$ cat src/mem_geom_pkg.sv
package mem_geom_pkg;

	// --------------------
	// Logical word geometry
	// --------------------

	// Full word as seen by the host and the output stream
	localparam int WORD_WIDTH = 16;

	// Number of logical words
	localparam int WORD_DEPTH = 32;

	// Logical address width
	localparam int WORD_ADDR_WIDTH = $clog2(WORD_DEPTH);

	// --------------------
	// Pumped storage geometry
	// --------------------

	// Storage is half as wide
	localparam int HALF_WIDTH = WORD_WIDTH / 2;

	// And twice as deep
	localparam int MEM_DEPTH = 2 * WORD_DEPTH;

	// One extra bit selects the half, LSB set for the high half
	localparam int MEM_ADDR_WIDTH = WORD_ADDR_WIDTH + 1;

endpackage

$ cat src/mem_ctrl_pkg.sv
package mem_ctrl_pkg;

	// Kind of half-word memory access
	typedef enum logic {
		CFG_READ,
		CFG_WRITE
	} cfg_op_e;

	// Configuration adapter sequencing
	typedef enum logic [2:0] {
		IDLE,        // waiting for cfg_req
		LOW,         // low half access
		HIGH,        // high half access
		WAIT_REPLY,  // read only, last reply beat pending
		ACK          // holding cfg_ack until cfg_req drops
	} adapter_state_e;

	// Stream read engine
	typedef enum logic {
		HALT,
		RUN
	} stream_state_e;

endpackage

$ cat src/half_mem_if.sv
`timescale 1ns/1ps

interface half_mem_if;
	import mem_geom_pkg::*;
	import mem_ctrl_pkg::*;

	// Request side
	logic                      ce;
	cfg_op_e                   op;
	logic [MEM_ADDR_WIDTH-1:0] addr;
	logic [HALF_WIDTH-1:0]     wdata;

	// Memory side
	logic                      grant;
	logic                      rvalid;  // one cycle after a granted read
	logic [HALF_WIDTH-1:0]     rdata;

	// Adapter end
	modport requester (
		output ce, op, addr, wdata,
		input  grant, rvalid, rdata
	);

	// Streamer end
	modport memory (
		input  ce, op, addr, wdata,
		output grant, rvalid, rdata
	);

endinterface

$ cat src/cfg_pump_adapter.sv
`timescale 1ns/1ps

module cfg_pump_adapter (
	input  logic                                 clk2x,
	input  logic                                 rst,
	input  logic                                 cfg_req,
	input  logic                                 cfg_we,
	input  logic [mem_geom_pkg::WORD_ADDR_WIDTH-1:0] cfg_addr,
	input  logic [mem_geom_pkg::WORD_WIDTH-1:0]  cfg_wdata,
	output logic                                 cfg_ack,
	output logic [mem_geom_pkg::WORD_WIDTH-1:0]  cfg_rdata,
	half_mem_if.requester                        mem
);
	import mem_geom_pkg::*;
	import mem_ctrl_pkg::*;

	adapter_state_e        state;
	logic [1:0]            beat_cnt;
	logic [1:0]            beat_next;
	logic                  hi_sel;
	logic [WORD_WIDTH-1:0] rdata_q;

	// --------------------
	// Half-word requests
	// --------------------

	// Host holds address and data for the whole handshake
	assign hi_sel = (state == HIGH);

	assign mem.ce = (state == LOW) || (state == HIGH);
	assign mem.op = cfg_we ? CFG_WRITE : CFG_READ;

	// Word address times two, plus one for the upper half
	assign mem.addr = {cfg_addr, hi_sel};

	// Low half goes out first
	assign mem.wdata = hi_sel ? cfg_wdata[WORD_WIDTH-1:HALF_WIDTH]
	                          : cfg_wdata[HALF_WIDTH-1:0];

	// Reply beats seen so far including this cycle
	assign beat_next = beat_cnt + {1'b0, mem.rvalid};

	// --------------------
	// Sequencer
	// --------------------

	always_ff @(posedge clk2x) begin
		if (rst) begin
			state <= IDLE;
			beat_cnt <= '0;
		end else begin
			beat_cnt <= beat_next;
			case (state)
				IDLE: begin
					// New request only after the previous return to zero
					if (cfg_req) begin
						state <= LOW;
						beat_cnt <= '0;
					end
				end
				LOW: begin
					if (mem.grant) begin
						state <= HIGH;
					end
				end
				HIGH: begin
					// Writes are done once the high half is taken
					if (mem.grant) begin
						state <= (mem.op == CFG_WRITE) ? ACK : WAIT_REPLY;
					end
				end
				WAIT_REPLY: begin
					if (beat_next == 2'd2) begin
						state <= ACK;
					end
				end
				ACK: begin
					if (!cfg_req) begin
						state <= IDLE;
					end
				end
				default: begin
					state <= IDLE;
				end
			endcase
		end
	end

	// --------------------
	// Read reply assembly
	// --------------------

	// Shift in from the top, first beat ends up in the low half
	always_ff @(posedge clk2x) begin
		if (mem.rvalid) begin
			rdata_q <= {mem.rdata, rdata_q[WORD_WIDTH-1:HALF_WIDTH]};
		end
	end

	assign cfg_ack = (state == ACK);
	assign cfg_rdata = rdata_q;

endmodule

$ cat src/half_word_streamer.sv
`timescale 1ns/1ps

module half_word_streamer (
	input  logic                            clk2x,
	input  logic                            rst,
	input  logic                            enable,
	input  logic                            half_ready,
	output logic                            half_valid,
	output logic [mem_geom_pkg::HALF_WIDTH-1:0] half_data,
	output logic                            flush,
	half_mem_if.memory                      mem
);
	import mem_geom_pkg::*;
	import mem_ctrl_pkg::*;

	// Half-width storage, no reset
	logic [HALF_WIDTH-1:0]     mem_q [MEM_DEPTH];
	logic [HALF_WIDTH-1:0]     rd_q;
	logic [MEM_ADDR_WIDTH-1:0] rd_addr;
	logic                      rd_en;

	stream_state_e             state;
	logic                      enable_q;
	logic [MEM_ADDR_WIDTH-1:0] ptr;
	logic                      issue;
	logic                      cfg_rd_q;   // reply in rd_q belongs to config
	logic                      strm_rd_q;  // reply in rd_q belongs to stream

	// Two-entry prefetch buffer
	logic [HALF_WIDTH-1:0]     buf_q [2];
	logic                      wr_idx;
	logic                      rd_idx;
	logic [1:0]                count;
	logic [1:0]                level;
	logic                      push;
	logic                      pop;
	logic                      slot_free;

	// --------------------
	// Arbitration
	// --------------------

	// Config always wins
	assign mem.grant = mem.ce;

	// Buffered plus in flight, a pop this cycle frees one slot
	assign level = count + {1'b0, strm_rd_q};
	assign pop = half_valid && half_ready;
	assign slot_free = (level < 2'd2) || pop;

	assign issue = (state == RUN) && enable && !mem.ce && slot_free;

	assign rd_en = (mem.ce && (mem.op == CFG_READ)) || issue;
	assign rd_addr = mem.ce ? mem.addr : ptr;

	// --------------------
	// Storage
	// --------------------

	always_ff @(posedge clk2x) begin
		if (mem.ce && (mem.op == CFG_WRITE)) begin
			mem_q[mem.addr] <= mem.wdata;
		end
		// Registered read port shared by both users
		if (rd_en) begin
			rd_q <= mem_q[rd_addr];
		end
	end

	// Tag who owns the next reply
	always_ff @(posedge clk2x) begin
		if (rst) begin
			cfg_rd_q <= 1'b0;
			strm_rd_q <= 1'b0;
		end else begin
			cfg_rd_q <= mem.ce && (mem.op == CFG_READ);
			strm_rd_q <= issue;
		end
	end

	assign mem.rvalid = cfg_rd_q;
	assign mem.rdata = rd_q;

	// --------------------
	// Stream control
	// --------------------

	always_ff @(posedge clk2x) begin
		if (rst) begin
			state <= HALT;
			enable_q <= 1'b0;
		end else begin
			enable_q <= enable;
			case (state)
				HALT: begin
					if (enable) begin
						state <= RUN;
					end
				end
				RUN: begin
					if (!enable) begin
						state <= HALT;
					end
				end
				default: begin
					state <= HALT;
				end
			endcase
		end
	end

	// Falling edge of enable
	assign flush = enable_q && !enable;

	// Wrapping half-word pointer, back to 0 while disabled
	always_ff @(posedge clk2x) begin
		if (rst || !enable) begin
			ptr <= '0;
		end else if (issue) begin
			if (ptr == MEM_ADDR_WIDTH'(MEM_DEPTH - 1)) begin
				ptr <= '0;
			end else begin
				ptr <= ptr + 1'b1;
			end
		end
	end

	// --------------------
	// Prefetch buffer
	// --------------------

	// Late replies after enable drops are discarded
	assign push = strm_rd_q && enable;

	always_ff @(posedge clk2x) begin
		if (rst || !enable) begin
			wr_idx <= 1'b0;
			rd_idx <= 1'b0;
			count <= '0;
		end else begin
			if (push) begin
				wr_idx <= !wr_idx;
			end
			if (pop) begin
				rd_idx <= !rd_idx;
			end
			count <= count + {1'b0, push} - {1'b0, pop};
		end
	end

	always_ff @(posedge clk2x) begin
		if (push) begin
			buf_q[wr_idx] <= rd_q;
		end
	end

	assign half_valid = (count != 2'd0);
	assign half_data = buf_q[rd_idx];

endmodule

$ cat src/word_pair_assembler.sv
`timescale 1ns/1ps

module word_pair_assembler (
	input  logic                            clk2x,
	input  logic                            rst,
	input  logic                            flush,
	input  logic                            half_valid,
	input  logic [mem_geom_pkg::HALF_WIDTH-1:0] half_data,
	input  logic                            out_ready,
	output logic                            half_ready,
	output logic                            out_valid,
	output logic [mem_geom_pkg::WORD_WIDTH-1:0] out_data
);
	import mem_geom_pkg::*;

	logic [HALF_WIDTH-1:0] low_q;
	logic                  pair_hi;  // low half held, next half completes the pair
	logic                  half_take;
	logic                  out_take;

	// --------------------
	// Handshakes
	// --------------------

	// Output register empty or leaving this cycle
	assign half_ready = !out_valid || out_ready;

	assign half_take = half_valid && half_ready;
	assign out_take = out_valid && out_ready;

	// --------------------
	// Pair state
	// --------------------

	always_ff @(posedge clk2x) begin
		if (rst || flush) begin
			pair_hi <= 1'b0;
			out_valid <= 1'b0;
		end else begin
			if (half_take) begin
				pair_hi <= !pair_hi;
			end
			// New pair replaces an accepted one without a gap
			if (half_take && pair_hi) begin
				out_valid <= 1'b1;
			end else if (out_take) begin
				out_valid <= 1'b0;
			end
		end
	end

	// --------------------
	// Payload
	// --------------------

	always_ff @(posedge clk2x) begin
		if (half_take && !pair_hi) begin
			low_q <= half_data;
		end
		// High half lands above the stored low half
		if (half_take && pair_hi) begin
			out_data <= {half_data, low_q};
		end
	end

endmodule

$ cat src/pumped_memstream.sv
`timescale 1ns/1ps

module pumped_memstream (
	input  logic                                 clk2x,
	input  logic                                 rst,

	// Configuration port, four-phase
	input  logic                                 cfg_req,
	input  logic                                 cfg_we,
	input  logic [mem_geom_pkg::WORD_ADDR_WIDTH-1:0] cfg_addr,
	input  logic [mem_geom_pkg::WORD_WIDTH-1:0]  cfg_wdata,
	output logic                                 cfg_ack,
	output logic [mem_geom_pkg::WORD_WIDTH-1:0]  cfg_rdata,

	// Stream control and output
	input  logic                                 enable,
	input  logic                                 out_ready,
	output logic                                 out_valid,
	output logic [mem_geom_pkg::WORD_WIDTH-1:0]  out_data
);
	import mem_geom_pkg::*;

	// Half-word stream between streamer and assembler
	logic                  half_valid;
	logic                  half_ready;
	logic [HALF_WIDTH-1:0] half_data;
	logic                  flush;

	// Config to memory requests
	half_mem_if mem_bus ();

	// --------------------
	// Blocks
	// --------------------

	cfg_pump_adapter u_adapter (
		.clk2x     (clk2x),
		.rst       (rst),
		.cfg_req   (cfg_req),
		.cfg_we    (cfg_we),
		.cfg_addr  (cfg_addr),
		.cfg_wdata (cfg_wdata),
		.cfg_ack   (cfg_ack),
		.cfg_rdata (cfg_rdata),
		.mem       (mem_bus.requester)
	);

	half_word_streamer u_streamer (
		.clk2x      (clk2x),
		.rst        (rst),
		.enable     (enable),
		.half_ready (half_ready),
		.half_valid (half_valid),
		.half_data  (half_data),
		.flush      (flush),
		.mem        (mem_bus.memory)
	);

	// Joins half pairs back into full words
	word_pair_assembler u_assembler (
		.clk2x      (clk2x),
		.rst        (rst),
		.flush      (flush),
		.half_valid (half_valid),
		.half_data  (half_data),
		.out_ready  (out_ready),
		.half_ready (half_ready),
		.out_valid  (out_valid),
		.out_data   (out_data)
	);

endmodule

$ cat config.mk
export PLATFORM = sky130hd
export DESIGN_NAME = pumped_memstream
export DESIGN_NICKNAME = d
export VERILOG_FILES = /design/src/mem_geom_pkg.sv /design/src/mem_ctrl_pkg.sv /design/src/half_mem_if.sv /design/src/cfg_pump_adapter.sv /design/src/half_word_streamer.sv /design/src/word_pair_assembler.sv /design/src/pumped_memstream.sv
export SDC_FILE = /design/constraint.sdc
export NUM_CORES = 1
export LEC_CHECK = 0
export CORE_UTILIZATION = 60
export DETAILED_ROUTE_END_ITERATION = 10
export DONT_BUFFER_PORTS = 1
export GPL_TIMING_DRIVEN = 0
export PLACE_DENSITY_LB_ADDON = 0.1
export SKIP_CTS_REPAIR_TIMING = 1
export SYNTH_ARGS = -nofsm -noshare
export SYNTH_HDL_FRONTEND = slang
export SYNTH_SLANG_ARGS = --single-unit
$ cat constraint.sdc
create_clock -name clk2x -period 3 [get_ports clk2x]
set_input_delay 0.9 -clock clk2x [delete_from_list [all_inputs] [get_ports clk2x]]
set_output_delay 0.9 -clock clk2x [all_outputs]
set_load 0.01 [all_outputs]
==> flow_summary.ini <==
[critical_path]
worst_r2r_path_depth = 6
endpoint = u_streamer.mem_q[3][0]
reg2reg_setup_slack_ps = -210
startpoint = u_adapter.state[2]
start_kind = flip-flop
critPathArrivalTime_ps = 3450
crit_type = flip-flop to flip-flop
reg2reg_to = u_streamer.mem_q[3][0]
worstReg2RegStart = u_adapter.state[2]
endpoint_kind = flip-flop
required_ps = 3250
cp_max_fo = 10

[floorplanning]
die_h_um = 217.9
start_util_pct = 61.25
die_x_um = 217.9
core_area_um2 = 45670
floorplan.die_area_um2 = 47490
top_level_ports = 61
num_rows = 78

[pwr]
p_leak_nw = 9.640
seqPwrFrac_pct = 45.7
total_power_mw = 20.45
p_sw_mw = 5.442
p_per_area_nw_per_um2 = 627.9
peakVddDrop_uv = 550.6
power.share.combinational_pct = 15.7
p_sw_share_pct = 26.61
internal_power_mw = 15.01
clkPwrFrac_pct = 38.6

[sta]
holdWs_ps = 323.9
min_period_over_period_pct = 106.9
final-max-slew-violation-count = 0
finalSetupViolations = 256
finalSetupTns_ps = -14500
period_minus_slack_ps = 3208
worst_pin_slew_ps = 1186
max_freq_mhz = 311.7
max_slew_margin_pct = 20.94
hold_violations = 0
rsz0062_at_grt = true
setup_ws_ps = -207.7
fin_skew_ps = 32.61

[synth]
syn-num-nets = 2020
synth_top_area_share_pct = 61.83
synthCells = 1989
synth_area_leaders = edfxtp_1 (62%), mux2i_1 (9.4%), a22oi_1 (6.2%)
synth.distinct_cells = 63
synth_edf_count = 576
avgSynthCellArea_um2 = 14.07
async_flop_share_pct = 0
yosys.area.top_type = edfxtp_1
synth-seq-cells = 597
synth-main-ff-cell = edfxtp_1
synth-seq-area-share_pct = 63.33
syn_area_um2 = 27980
synth_warnings = 0

[clocking]
clockRootBuffer = clkbuf_16
htree_levels = 2
clkSinkCount = 597
clkTransAtPathRegs_ps = 60
cts_tree = done
clkLatencyLatePin_ps = 650
cts_buffers = 59
clk_path_buf_depth = 3

[global_route]
grt_antenna_before_repair = 1
grt_pass1_wl_mm = 122.6
grt_max_degree = 65
grtUsageTotal_pct = 35.22
grt_overflow = 0
grt_pass1_vias = 19214

[final_layout]
final_cell_area_um2 = 32580
final_cells = 2727
n_antenna_cell = 0
drive_gt1_share_pct = 22.00
final_nets = 2109
finish.utilization_pct = 71.32
areaGrowthSynthToFinish_pct = 16.45

[placement]
portBuffers = 0
place_area_um2 = 28760
dp_hpwl_mm = 55.61
pre_cts_slack_ps = -1555
dp.cells = 2590
gp_congestion = 0.9441

[detailed_routing]
drt_pre_antenna_iters = 8
vias = 20342
wire_per_inst_um = 31.36
first_iter_violations = 3306
wl_mm = 85.52
ant_nets = 0
vias_per_cell = 7.459
drc = 0

[worst_hold_path]
hold_class = input pin to flip-flop

[status]
violations = negative setup slack
status = complete, but fails checks

[job]
drv_cap = 0
==> per-layer routing <==
layer / global-route usage [%] / up-vias / routed length, um
met5: 0 / - / 14
li1: - / 8487 / -
met3: 6.569 / 266 / 9645
met2: 56.37 / 1435 / 40060
met1: 46.65 / 10152 / 31660
met4: 16.57 / 2 / 4144
==> worst max-delay path: stages, from the launching register on <==
cell and delay, ps:
dfxtp_1 320, buf_6 150, clkbuf_4 240, clkbuf_1 320, nor3_2 370, nand3_1 500, nor2_1 890
==> worst min path at each step <==
stage,from,end,slack (ps),depth (start not counted)
2_1_floorplan,u_assembler.low_q[0],u_assembler.out_data[0],400,0
3_3_place_gp,u_assembler.low_q[4],u_assembler.out_data[4],400,0
3_5_place_dp,u_assembler.low_q[7],u_assembler.out_data[7],410,0
4_1_cts,rst,u_streamer.strm_rd_q,300,1
5_1_grt,rst,u_adapter.state[2],320,1
6_report,rst,u_streamer.strm_rd_q,320,1
==> synthesized netlist by cell type (8+ instances only) <==
master / number
o32a_1: 8
a22o_1: 22
nand4_1: 15
buf_1: 21
mux2_2: 45
inv_1: 10
edfxtp_1: 576
o22a_1: 29
o21ai_0: 31
nand3_1: 24
a2111oi_0: 30
a22oi_1: 232
o221ai_1: 92
mux2i_1: 264
dfxtp_1: 21
o22ai_1: 136
buf_4: 10
clkbuf_1: 68
xnor2_1: 8
buf_2: 91
nor2_1: 109
nand3b_1: 24
a222oi_1: 22
nand2_1: 14
==> registers in the layout, indices dropped and copies added (netlist names), named ones only <==
| name | count |
|---|---|
| u_adapter.beat_cnt | 2 |
| u_adapter.cfg_rdata | 16 |
| u_adapter.state | 3 |
| u_assembler.low_q | 8 |
| u_assembler.out_data | 16 |
| u_assembler.out_valid | 1 |
| u_assembler.pair_hi | 1 |
| u_streamer.buf_q | 16 |
| u_streamer.count | 2 |
| u_streamer.mem.rdata | 8 |
| u_streamer.mem.rvalid | 1 |
| u_streamer.mem_q | 512 |
| u_streamer.ptr | 6 |
| u_streamer.rd_idx | 1 |
| u_streamer.state | 1 |
| u_streamer.strm_rd_q | 1 |
| u_streamer.wr_idx | 1 |
==> power by group through the flow <==
stage | combinational (mW) | sequential [mW] | clock, mW
global route | 3.29 | 9.35 | 8.21
finish | 3.21 | 9.35 | 7.89
CTS | 2.66 | 9.35 | 7.90
floorplan | 1.63 | 9.51 | 0
detailed placement | 2.65 | 9.53 | 0
global placement | 2.59 | 9.53 | 0
==> cells in the final DEF, fill, tap and decap left out, types with 10 or more instances in the layout <==
cell       netlist  final
a2111oi_2        0     16
a2111oi_4        0     11
a222oi_1        22     22
a22o_1          22     22
a22oi_1        232    231
buf_2           91     42
buf_4           10     49
buf_6            3     23
bufinv_16        0     12
clkbuf_1        68     24
clkbuf_16        0     61
clkbuf_2         0     36
clkbuf_4         0     29
clkinv_1         0     13
clkinv_2         0     14
dfxtp_1         21     18
edfxtp_1       576    576
inv_1           10     10
mux2_2          45     36
mux2i_1        264    260
nand2_1         14     10
nand3_1         24     14
nand3b_1        24     24
nand4_1         15     15
nor2_1         109     52
nor2_2           0     10
nor2_4           1     48
o21ai_0         31     28
o221ai_1        92     89
o22a_1          29     29
o22ai_1        136    133
==> cell families (layout without fill, tap and decap cells) <==
kind of cell,count (synthesis),in the layout,synth area share [%]
buffers and inverters,203,341,3.345
and+or+nand+nor,225,225,3.998
xor gates and xnor gates,15,15,0.5233
AOI/OAI and AO/OA,635,635,17.33
muxes,310,310,11.30
DFF,597,597,63.33
adders and majority gates,4,4,0.1789
==> area by class of cell <==
type                    instances  area (um2)
repair buffers                 29       290.3
fillers                      2999       13100
clock buffers                  63        1491
well taps                     600       750.7
flip-flops and latches        597       17720
inverters                      10       37.54
clock inverters                47       570.5
multi-input cells            1189       10400
plain buffers                 192        1311
(Power assumes the default switching activity.)
